--- src/common/panel_pkg.sv ---
package panel_pkg;

	// function key index, matches the host command encoding
	typedef enum logic [3:0] {
		fn_start = 4'd0,
		fn_mode  = 4'd1,
		fn_clock = 4'd2,
		fn_stopn = 4'd3,
		fn_step  = 4'd4,
		fn_fetch = 4'd5,
		fn_store = 4'd6,
		fn_cycle = 4'd7,
		fn_load  = 4'd8,
		fn_bin   = 4'd9,
		fn_oprq  = 4'd10,
		fn_clear = 4'd11
	} fn_key_t;

	typedef logic [11:0] fn_keys_t;

	// stopn through clear fall back after the hold time
	localparam fn_keys_t fn_momentary_mask = 12'b1111_1111_1000;

	// {wre, rsc, rsb, rsa, ic, ac, ar, ir, rs, rz, kb}
	typedef logic [10:0] rotary_t;

	localparam rotary_t rotary_codes [15] = '{
		11'b100_0000_0000, 11'b100_1000_0000, 11'b101_0000_0000, 11'b101_1000_0000,
		11'b110_0000_0000, 11'b110_1000_0000, 11'b111_0000_0000, 11'b111_1000_0000,
		11'b000_0100_0000, 11'b000_0010_0000, 11'b000_0001_0000, 11'b000_0000_1000,
		11'b000_0000_0100, 11'b000_0000_0010, 11'b000_0000_0001
	};

	localparam rotary_t rotary_reset = 11'b100_1000_0000;

	// top three bits of a command byte
	typedef enum logic [2:0] {
		cmd_none        = 3'd0,
		cmd_fnkey       = 3'd1,
		cmd_keys_lo     = 3'd2,
		cmd_keys_lo_alt = 3'd3,
		cmd_keys_mid    = 3'd4,
		cmd_keys_hi     = 3'd5,
		cmd_leds        = 3'd6,
		cmd_rotary      = 3'd7
	} cmd_class_t;

	// active low, bit 0 is segment a, bit 7 the dot
	localparam logic [7:0] seg_hex [16] = '{
		8'hc0, 8'hf9, 8'ha4, 8'hb0, 8'h99, 8'h92, 8'h82, 8'hf8,
		8'h80, 8'h90, 8'h88, 8'h83, 8'hc6, 8'ha1, 8'h86, 8'h8e
	};

	localparam logic [7:0] seg_blank = 8'hff;

endpackage

--- src/common/panel_ctl_if.sv ---
interface panel_ctl_if;
	import panel_pkg::*;

	logic [15:0] keys;
	fn_keys_t fn;
	rotary_t rotary;
	// one cycle, whenever any field changed
	logic update;

	modport decoder (
		output keys,
		output fn,
		output rotary,
		output update
	);

	modport panel (
		input keys,
		input fn,
		input rotary,
		input update
	);

endinterface

--- src/uart/uart_rx.sv ---
module uart_rx #(
	parameter int CLK_PER_BIT = 16
) (
	input  logic       CLK_EXT,
	input  logic       rst,
	input  logic       rxd,
	output logic [7:0] rx_data,
	output logic       rx_valid
);

	localparam int CNT_W = (CLK_PER_BIT > 2) ? $clog2(CLK_PER_BIT) : 1;
	localparam logic [CNT_W-1:0] CNT_LAST = CNT_W'(CLK_PER_BIT - 1);
	localparam logic [CNT_W-1:0] CNT_HALF = CNT_W'(CLK_PER_BIT / 2 - 1);

	typedef enum logic [1:0] {
		st_idle,
		st_start,
		st_data,
		st_stop
	} state_t;

	state_t state;
	logic [1:0] rxd_sync;
	logic rxd_s;
	logic [CNT_W-1:0] smp_cnt;
	logic [2:0] bit_cnt;
	logic [7:0] shift;

	// line idles high
	always_ff @(posedge CLK_EXT) begin
		if (rst) begin
			rxd_sync <= 2'b11;
		end else begin
			rxd_sync <= {rxd_sync[0], rxd};
		end
	end

	assign rxd_s = rxd_sync[1];

	always_ff @(posedge CLK_EXT) begin
		if (rst) begin
			state <= st_idle;
			smp_cnt <= '0;
			bit_cnt <= '0;
			rx_valid <= 1'b0;
		end else begin
			rx_valid <= 1'b0;
			case (state)
			st_idle: begin
				smp_cnt <= '0;
				if (!rxd_s) begin
					state <= st_start;
				end
			end
			st_start: begin
				if (smp_cnt == CNT_HALF) begin
					smp_cnt <= '0;
					bit_cnt <= '0;
					// start bit gone high again, treat as a glitch
					state <= rxd_s ? st_idle : st_data;
				end else begin
					smp_cnt <= smp_cnt + 1'b1;
				end
			end
			st_data: begin
				if (smp_cnt == CNT_LAST) begin
					smp_cnt <= '0;
					bit_cnt <= bit_cnt + 1'b1;
					if (bit_cnt == 3'd7) begin
						state <= st_stop;
					end
				end else begin
					smp_cnt <= smp_cnt + 1'b1;
				end
			end
			st_stop: begin
				if (smp_cnt == CNT_LAST) begin
					// framing error drops the byte
					rx_valid <= rxd_s;
					state <= st_idle;
				end else begin
					smp_cnt <= smp_cnt + 1'b1;
				end
			end
			default: state <= st_idle;
			endcase
		end
	end

	// lsb first
	always_ff @(posedge CLK_EXT) begin
		if (state == st_data && smp_cnt == CNT_LAST) begin
			shift <= {rxd_s, shift[7:1]};
		end
	end

	assign rx_data = shift;

endmodule

--- src/hw/panel_cmd_decoder.sv ---
module panel_cmd_decoder #(
	parameter int HOLD_CYCLES = 1_000_000
) (
	input logic                CLK_EXT,
	input logic                rst,
	input logic [7:0]          rx_data,
	input logic                rx_valid,
	panel_ctl_if.decoder       ctl
);
	import panel_pkg::*;

	localparam int HOLD_W = $clog2(HOLD_CYCLES + 1);
	localparam logic [HOLD_W-1:0] HOLD_LOAD = HOLD_W'(HOLD_CYCLES);

	cmd_class_t cls;
	logic [3:0] key_idx;
	logic [3:0] rot_pos;
	logic [15:0] keys_q;
	logic [15:0] keys_nx;
	fn_keys_t fn_q;
	fn_keys_t fn_nx;
	rotary_t rot_q;
	rotary_t rot_nx;
	logic [HOLD_W-1:0] hold_cnt;
	logic hold_expire;
	logic update_q;

	assign cls = cmd_class_t'(rx_data[7:5]);
	assign key_idx = rx_data[4:1];
	assign rot_pos = rx_data[3:0];
	assign hold_expire = (hold_cnt == HOLD_W'(1));

	always_comb begin
		keys_nx = keys_q;
		fn_nx = fn_q;
		rot_nx = rot_q;
		if (rx_valid) begin
			case (cls)
			cmd_fnkey: begin
				if (key_idx <= 4'(fn_clear)) begin
					fn_nx[key_idx] = rx_data[0];
				end
			end
			cmd_keys_lo, cmd_keys_lo_alt: keys_nx[5:0] = rx_data[5:0];
			cmd_keys_mid: keys_nx[10:6] = rx_data[4:0];
			cmd_keys_hi: keys_nx[15:11] = rx_data[4:0];
			cmd_rotary: begin
				// position 15 has no switch stop
				if (rot_pos != 4'hf) begin
					rot_nx = rotary_codes[rot_pos];
				end
			end
			default: ;
			endcase
		end else if (hold_expire) begin
			fn_nx = fn_q & ~fn_momentary_mask;
		end
	end

	always_ff @(posedge CLK_EXT) begin
		if (rst) begin
			keys_q <= '0;
			fn_q <= '0;
			rot_q <= rotary_reset;
			update_q <= 1'b0;
			hold_cnt <= '0;
		end else begin
			keys_q <= keys_nx;
			fn_q <= fn_nx;
			rot_q <= rot_nx;
			update_q <= {keys_nx, fn_nx, rot_nx} != {keys_q, fn_q, rot_q};
			// every byte restarts the hold window
			if (rx_valid) begin
				hold_cnt <= HOLD_LOAD;
			end else if (hold_cnt != '0) begin
				hold_cnt <= hold_cnt - 1'b1;
			end
		end
	end

	assign ctl.keys = keys_q;
	assign ctl.fn = fn_q;
	assign ctl.rotary = rot_q;
	assign ctl.update = update_q;

endmodule

--- src/hw/panel_signals.sv ---
module panel_signals #(
	parameter int TICK_DIV = 50_000,
	parameter int TIMER_CYCLE_MS = 10
) (
	input  logic        CLK_EXT,
	input  logic        rst,
	panel_ctl_if.panel  ctl,
	input  logic        hlt_n,
	input  logic        p0_n,
	output logic        work,
	output logic        mode,
	output logic        clock_en,
	output logic        start_pulse_n,
	output logic        stop_pulse_n,
	output logic        stop_n,
	output logic [15:0] kl,
	output logic        clear_n,
	output logic        step_n,
	output logic        fetch_n,
	output logic        store_n,
	output logic        cycle_n,
	output logic        load_n,
	output logic        bin_n,
	output logic        oprq_n,
	output logic        timer_n,
	output logic        wre_n,
	output logic        rsa,
	output logic        rsb,
	output logic        rsc,
	output logic        wic,
	output logic        wac,
	output logic        war,
	output logic        wir,
	output logic        wrs,
	output logic        wrz,
	output logic        wkb
);
	import panel_pkg::*;

	localparam int PRE_W = (TICK_DIV > 1) ? $clog2(TICK_DIV) : 1;
	localparam int MS_W = (TIMER_CYCLE_MS > 1) ? $clog2(TIMER_CYCLE_MS) : 1;

	logic start_q;
	logic stopn_q;
	logic [PRE_W-1:0] pre_cnt;
	logic tick;
	logic [MS_W-1:0] ms_cnt;

	assign work = ctl.fn[fn_start];
	assign mode = ctl.fn[fn_mode];
	assign clock_en = ctl.fn[fn_clock];
	assign kl = ctl.keys;

	// start key edges, plus the stop-on-address toggle
	always_ff @(posedge CLK_EXT) begin
		if (rst) begin
			start_q <= 1'b0;
			stopn_q <= 1'b0;
			start_pulse_n <= 1'b1;
			stop_pulse_n <= 1'b1;
			stop_n <= 1'b0;
		end else begin
			start_q <= ctl.fn[fn_start];
			stopn_q <= ctl.fn[fn_stopn];
			start_pulse_n <= ~(ctl.fn[fn_start] & ~start_q);
			stop_pulse_n <= ~(~ctl.fn[fn_start] & start_q);
			if (!hlt_n) begin
				stop_n <= 1'b0;
			end else if (ctl.update && ctl.fn[fn_stopn] && !stopn_q) begin
				stop_n <= ~stop_n;
			end
		end
	end

	assign clear_n = ~ctl.fn[fn_clear];
	assign step_n = ~ctl.fn[fn_step];
	assign oprq_n = ~ctl.fn[fn_oprq];
	// memory strobes only during p0
	assign fetch_n = ~(ctl.fn[fn_fetch] & ~p0_n);
	assign store_n = ~(ctl.fn[fn_store] & ~p0_n);
	assign cycle_n = ~(ctl.fn[fn_cycle] & ~p0_n);
	assign load_n = ~(ctl.fn[fn_load] & ~p0_n);
	assign bin_n = ~(ctl.fn[fn_bin] & ~p0_n);

	assign {wre_n, rsc, rsb, rsa, wic, wac, war, wir, wrs, wrz, wkb} = ctl.rotary;

	// ms tick prescaler and interval counter
	always_ff @(posedge CLK_EXT) begin
		if (rst) begin
			pre_cnt <= '0;
			ms_cnt <= '0;
		end else begin
			pre_cnt <= tick ? '0 : pre_cnt + 1'b1;
			if (tick) begin
				ms_cnt <= (ms_cnt == '0) ? MS_W'(TIMER_CYCLE_MS - 1) : ms_cnt - 1'b1;
			end
		end
	end

	assign tick = (pre_cnt == PRE_W'(TICK_DIV - 1));
	assign timer_n = (ms_cnt != '0) & ctl.fn[fn_clock];

endmodule

--- src/display/seg_display.sv ---
module seg_display #(
	parameter int SCAN_DIV = 50_000
) (
	input  logic               CLK_EXT,
	input  logic               rst,
	input  logic [15:0]        w,
	input  panel_pkg::rotary_t rotary,
	input  logic               p_n,
	input  logic               mc_n,
	input  logic               alarm_n,
	input  logic               wait_n,
	input  logic               irq,
	input  logic               q,
	input  logic               run,
	input  logic               mode,
	input  logic               stop_n,
	input  logic               clock_en,
	output logic [7:0]         seg,
	output logic [7:0]         dig
);
	import panel_pkg::*;

	localparam int DIV_W = (SCAN_DIV > 1) ? $clog2(SCAN_DIV) : 1;

	logic [DIV_W-1:0] div_cnt;
	logic [2:0] scan_idx;
	logic [7:0] dots;
	logic [7:0] pat;
	logic [2:0] reg_num;

	always_ff @(posedge CLK_EXT) begin
		if (rst) begin
			div_cnt <= '0;
			scan_idx <= '0;
		end else if (div_cnt == DIV_W'(SCAN_DIV - 1)) begin
			div_cnt <= '0;
			scan_idx <= scan_idx + 1'b1;
		end else begin
			div_cnt <= div_cnt + 1'b1;
		end
	end

	// general registers carry their number, special ones are one-hot
	always_comb begin
		reg_num = rotary[9:7];
		if (!rotary[10]) begin
			for (int i = 0; i < 7; i++) begin
				if (rotary[i]) begin
					reg_num = 3'(6 - i);
				end
			end
		end
	end

	// digit 7 is run, digit 0 is q
	assign dots = {run, ~wait_n, ~alarm_n, irq, mode, stop_n, clock_en, q};

	always_comb begin
		case (scan_idx)
		3'd0, 3'd1, 3'd2, 3'd3: pat = seg_hex[w[{scan_idx[1:0], 2'b00} +: 4]];
		3'd4: pat = seg_blank;
		// group 0 general, 1 special
		3'd5: pat = seg_hex[{3'b000, ~rotary[10]}];
		3'd6: pat = seg_hex[{1'b0, reg_num}];
		default: pat = {1'b1, mc_n, 5'b11111, p_n};
		endcase
	end

	assign seg = {~dots[scan_idx], pat[6:0]};
	assign dig = ~(8'b0000_0001 << scan_idx);

endmodule

--- src/hw/panel_top.sv ---
module panel_top #(
	parameter int CLK_PER_BIT = 50,
	parameter int HOLD_CYCLES = 1_000_000,
	parameter int TICK_DIV = 50_000,
	parameter int TIMER_CYCLE_MS = 10,
	parameter int SCAN_DIV = 50_000
) (
	input  logic        CLK_EXT,
	input  logic        rst,
	input  logic        RXD,
	input  logic        hlt_n,
	input  logic        p0_n,
	input  logic [15:0] w,
	input  logic        p_n,
	input  logic        mc_n,
	input  logic        alarm_n,
	input  logic        wait_n,
	input  logic        irq,
	input  logic        q,
	input  logic        run,
	output logic        work,
	output logic        mode,
	output logic        clock_en,
	output logic        start_pulse_n,
	output logic        stop_pulse_n,
	output logic        stop_n,
	output logic [15:0] kl,
	output logic        clear_n,
	output logic        step_n,
	output logic        fetch_n,
	output logic        store_n,
	output logic        cycle_n,
	output logic        load_n,
	output logic        bin_n,
	output logic        oprq_n,
	output logic        timer_n,
	output logic        wre_n,
	output logic        rsa,
	output logic        rsb,
	output logic        rsc,
	output logic        wic,
	output logic        wac,
	output logic        war,
	output logic        wir,
	output logic        wrs,
	output logic        wrz,
	output logic        wkb,
	output logic [7:0]  SEG,
	output logic [7:0]  DIG
);
	import panel_pkg::*;

	logic [7:0] rx_data;
	logic rx_valid;

	panel_ctl_if ctl_i ();

	uart_rx #(
		.CLK_PER_BIT(CLK_PER_BIT)
	) uart_i (
		.CLK_EXT(CLK_EXT),
		.rst(rst),
		.rxd(RXD),
		.rx_data(rx_data),
		.rx_valid(rx_valid)
	);

	panel_cmd_decoder #(
		.HOLD_CYCLES(HOLD_CYCLES)
	) dec_i (
		.CLK_EXT(CLK_EXT),
		.rst(rst),
		.rx_data(rx_data),
		.rx_valid(rx_valid),
		.ctl(ctl_i.decoder)
	);

	panel_signals #(
		.TICK_DIV(TICK_DIV),
		.TIMER_CYCLE_MS(TIMER_CYCLE_MS)
	) sig_i (
		.CLK_EXT(CLK_EXT),
		.rst(rst),
		.ctl(ctl_i.panel),
		.hlt_n(hlt_n),
		.p0_n(p0_n),
		.work(work),
		.mode(mode),
		.clock_en(clock_en),
		.start_pulse_n(start_pulse_n),
		.stop_pulse_n(stop_pulse_n),
		.stop_n(stop_n),
		.kl(kl),
		.clear_n(clear_n),
		.step_n(step_n),
		.fetch_n(fetch_n),
		.store_n(store_n),
		.cycle_n(cycle_n),
		.load_n(load_n),
		.bin_n(bin_n),
		.oprq_n(oprq_n),
		.timer_n(timer_n),
		.wre_n(wre_n),
		.rsa(rsa),
		.rsb(rsb),
		.rsc(rsc),
		.wic(wic),
		.wac(wac),
		.war(war),
		.wir(wir),
		.wrs(wrs),
		.wrz(wrz),
		.wkb(wkb)
	);

	seg_display #(
		.SCAN_DIV(SCAN_DIV)
	) disp_i (
		.CLK_EXT(CLK_EXT),
		.rst(rst),
		.w(w),
		.rotary(ctl_i.rotary),
		.p_n(p_n),
		.mc_n(mc_n),
		.alarm_n(alarm_n),
		.wait_n(wait_n),
		.irq(irq),
		.q(q),
		.run(run),
		.mode(ctl_i.fn[fn_mode]),
		.stop_n(stop_n),
		.clock_en(ctl_i.fn[fn_clock]),
		.seg(SEG),
		.dig(DIG)
	);

endmodule

--- config.mk ---
export PLATFORM = sky130hd
export DESIGN_NAME = panel_top
export DESIGN_NICKNAME = d
export VERILOG_FILES = /design/src/common/panel_pkg.sv /design/src/common/panel_ctl_if.sv /design/src/uart/uart_rx.sv /design/src/hw/panel_cmd_decoder.sv /design/src/hw/panel_signals.sv /design/src/display/seg_display.sv /design/src/hw/panel_top.sv
export SDC_FILE = /design/constraint.sdc
export NUM_CORES = 1
export LEC_CHECK = 0
export ABC_AREA = 1
export ABC_CLOCK_PERIOD_IN_PS = 2500
export BUFFER_PORTS_ARGS = -buffer_cell sky130_fd_sc_hd__buf_4
export CORE_MARGIN = 1.5
export CORE_UTILIZATION = 60
export CTS_BUF_LIST = sky130_fd_sc_hd__clkbuf_16
export DETAILED_ROUTE_END_ITERATION = 7
export PLACE_DENSITY_LB_ADDON = 0.25
export SETUP_SLACK_MARGIN = 0.3
export SYNTH_ARGS = -nofsm -noshare
export SYNTH_HDL_FRONTEND = slang
export SYNTH_HIERARCHICAL = 1
export SYNTH_SLANG_ARGS = --single-unit
--- constraint.sdc ---
create_clock -name CLK_EXT -period 2.5 [get_ports CLK_EXT]
set_input_delay 0.5 -clock CLK_EXT [delete_from_list [all_inputs] [get_ports CLK_EXT]]
set_output_delay 0.5 -clock CLK_EXT [all_outputs]
set_load 0.01 [all_outputs]
==> impl_metrics.json <==
{
  "status": "finished with violations",
  "violations": "setup timing",
  "critPathSlowestCell": "dfxtp_1",
  "p_leak_nw": 4.504,
  "port_buffers": 85,
  "grt_start_max_net_pins": 29,
  "fillerInstances": 990,
  "p_total_w": 0.005661,
  "critPathBufInv": 4,
  "clk_pin_slew_ns": 0.06,
  "path_depth": 12,
  "yosys_register_bits": 126,
  "worstPathArrival_ns": 2.26,
  "peakVddDrop_v": 0.0005844,
  "routedWlPerCell_um": 14.60,
  "syn_area_sq_um": 8215,
  "numCtsBuffers": 17,
  "synth_top_area_cell": "dfxtp_1",
  "async_flop_share": 0,
  "ios": 86,
  "worstPathMaxFanout": 7,
  "dpl.hpwl_mm": 13.77,
  "p_sw_w": 0.001708,
  "swShare": 0.3018,
  "hold_viol": 0,
  "nets": 1408,
  "slew-limit-headroom": 0.5196,
  "critPathMaxStageDelay_ns": 0.39,
  "synth_warnings": 6,
  "timing.fmax_ghz": 0.3618,
  "synth_cell_types": 52,
  "utilization": 0.7614,
  "fin_worst_skew_ns": 0.006315,
  "power_density_nw_per_um2": 559.2,
  "synthCells": 1246,
  "setup_viol": 7,
  "seq_area_frac_synth": 0.3168,
  "ant_nets": 0,
  "coreArea_sq_um": 13300,
  "reg2reg_to": "dec_i/ctl.update",
  "viasPerCell": 5.585,
  "drcViolationCount": 0,
  "tritoncts": "yes",
  "layout_commonest_cell": "nand2_1",
  "fin_ws_ns": -0.2642,
  "synth-edff-count": 8,
  "grt_pass1_vias": 7569,
  "synth.avg_cell_area_sq_um": 6.593,
  "rsz0062_at_grt": "yes",
  "start_util": 0.6179,
  "critPathKind": "register to output pin",
  "path_cells": "nor3_1, nand2_1, nand2_2, inv_1, ha_1, inv_1, nand2_1, nand3_1, nand2_1, inv_1, nand3_1, buf_4",
  "cell_internal_pwr_w": 0.003952,
  "drv_slew": 0,
  "diodes": 0,
  "worstHoldPathType": "input port to register",
  "cp-end-kind": "output pin",
  "tightest_slew_ns": 0.7140,
  "vias": 8607,
  "pwr-share-seq": 0.393,
  "ctsHoldBuffers": 0,
  "syn-num-nets": 1302,
  "core.rowCount": 42,
  "cts-root-buf": "clkbuf_16",
  "h-tree-depth": 4,
  "synth.top_cell.area_share": 0.2875,
  "min_period_ns": 2.764,
  "crit_required_ns": 2.00,
  "reg2reg_from": "uart_i/rx_data[1]",
  "drt_iter0_drc": 1005,
  "pwr-share-clk": 0.426,
  "cap_violations": 0,
  "min_period_over_period": 1.106,
  "critical-path-top-delay-family": "simple AND/OR/NAND/NOR gates",
  "start_kind": "register",
  "dieHeight_um": 120.0,
  "dieArea_sq_um": 14400,
  "yosys-top-cells-area": "dfxtp_1 29%, nand2_1 14%, nor2_1 7.8%",
  "mostFrequentLayoutCells": "288 x nand2_1, 168 x nor2_1, 144 x inv_1",
  "critPathCapture": "SEG[0]",
  "ys.flop_type": "dfxtp_1",
  "cts_sinks": 126,
  "antenna_found_initial": 0,
  "gp_congestion": 0.9288,
  "rrSetupSlack_ns": 0.41,
  "totalWireLength_mm": 22.49,
  "reg2reg_depth": 12,
  "die_w_um": 120.0,
  "clockBufferDepth": 2,
  "grt_pass1_wl_mm": 33.67,
  "hold_path_depth": 2,
  "drive_above_1_share": 0.2264,
  "area_growth_pct": 23.23,
  "startpoint": "dec_i/ctl.rotary[6]",
  "grt_usage": 0.2839,
  "drtPass1Iterations": 6,
  "pwr-share-comb": 0.181,
  "grt_overflow_total": 0,
  "clk_latency_ns": 0.42
}
-- flip-flops by register name, indices dropped and copies added, names as in the netlist, named ones only --
register,count
uart_i/bit_cnt,3
uart_i/state,1
sig_i/stop_n,1
dec_i/ctl.keys,16
dec_i/ctl.rotary,11
sig_i/start_q,1
sig_i/ms_cnt,4
uart_i/rx_data,8
disp_i/div_cnt,16
sig_i/stop_pulse_n,1
uart_i/rxd_sync,2
sig_i/start_pulse_n,1
dec_i/ctl.fn,12
sig_i/pre_cnt,16
dec_i/ctl.update,1
dec_i/hold_cnt,20
disp_i/scan_idx,3
sig_i/stopn_q,1
uart_i/smp_cnt,6
uart_i/rx_valid,1
-- final cells by class --
type	instances	area [sq um]	share of cell area
multi-input cells	890	4883	0.4824
flip-flops and latches	126	2620	0.2588
repair buffers	144	1127	0.1114
inverters	173	686.9	0.06785
clock buffers	18	450.4	0.04449
well taps	176	220.2	0.02175
clock inverters	14	135.1	0.01335
-- logic make-up after synthesis --
logic type	after synthesis	share of synthesized area
AOI/OAI and AO/OA	126	0.09093
xor gates and xnor gates	19	0.02026
adders and majority gates	28	0.04264
buffers and inverters	230	0.1263
DFF	126	0.3168
muxes	2	0.002437
and+or+nand+nor	715	0.4007
-- Yosys cell counts (2+ instances only) --
| master | instances |
|---|---|
| nand2_1 | 305 |
| a21boi_1 | 2 |
| nor2_2 | 11 |
| inv_2 | 13 |
| nand4_1 | 32 |
| clkinv_1 | 4 |
| buf_2 | 11 |
| a311oi_1 | 3 |
| nand3_1 | 107 |
| xnor2_1 | 4 |
| nand3_2 | 4 |
| buf_4 | 33 |
| o21ai_0 | 26 |
| nand2_4 | 4 |
| nor2_1 | 171 |
| o211ai_1 | 5 |
| nand3_4 | 2 |
| nor3b_1 | 4 |
| a21oi_2 | 3 |
| clkbuf_1 | 8 |
| mux2i_1 | 2 |
| edfxtp_1 | 8 |
| or2_0 | 4 |
| nand3b_1 | 22 |
| ha_1 | 28 |
| nor2_4 | 10 |
| a21oi_1 | 60 |
| nand2_2 | 12 |
| buf_6 | 4 |
| inv_1 | 154 |
| dfxtp_1 | 118 |
| nor3_1 | 17 |
| or2_2 | 3 |
| nor4_1 | 2 |
| xor2_1 | 15 |
| a211oi_1 | 19 |
-- timing repair --
action	CTS	global route
pin swaps	16	17
gates resized for setup	74	44
setup endpoints to repair	7	9
setup buffers	15	28
-- metal layers --
layer / track usage / vias up / share of wire
met5: 0 / - / 0
met4: 0.1235 / 0 / 0.039
met3: 0.05751 / 90 / 0.077
met2: 0.4761 / 417 / 0.48
met1: 0.3529 / 3900 / 0.41
li1: - / 4200 / -
-- worst min path at each step --
stage,from,slack (ns),to
CTS,RXD,0.26,uart_i/rxd_sync[0]
finish,RXD,0.27,uart_i/rxd_sync[0]
global placement,sig_i/start_q,0.39,sig_i/stop_pulse_n
detailed placement,uart_i/rxd_sync[0],0.40,uart_i/rxd_sync[1]
floorplan,sig_i/start_q,0.38,sig_i/stop_pulse_n
global route,RXD,0.26,uart_i/rxd_sync[0]
-- metrics by stage --
step	hold WS [ns]	instances	TNS, ns	worst slack [ns]	cell area (sq um)
final	0.2671	1541	-1.130	-0.2642	10120
after global routing	0.2639	1541	-1.813	-0.4329	10120
after CTS	0.2578	1513	-0.1159	-0.04997	9772
after detailed placement	0.3969	1466	0	0.1564	8815
after global placement	0.3881	1466	0	0.1827	8815
after floorplan	0.3812	1246	0	0.3293	8218
-- power groups by stage --
stage | sequential [W] | clock (W) | combinational (W)
2_1_floorplan | 0.00225 | 0 | 0.000762
4_1_cts | 0.00223 | 0.00243 | 0.000989
3_3_place_gp | 0.00227 | 0 | 0.000936
3_5_place_dp | 0.00227 | 0 | 0.000961
6_report | 0.00223 | 0.00241 | 0.00103
5_1_grt | 0.00224 | 0.00253 | 0.00116
Power figures use the tool's default switching activity.
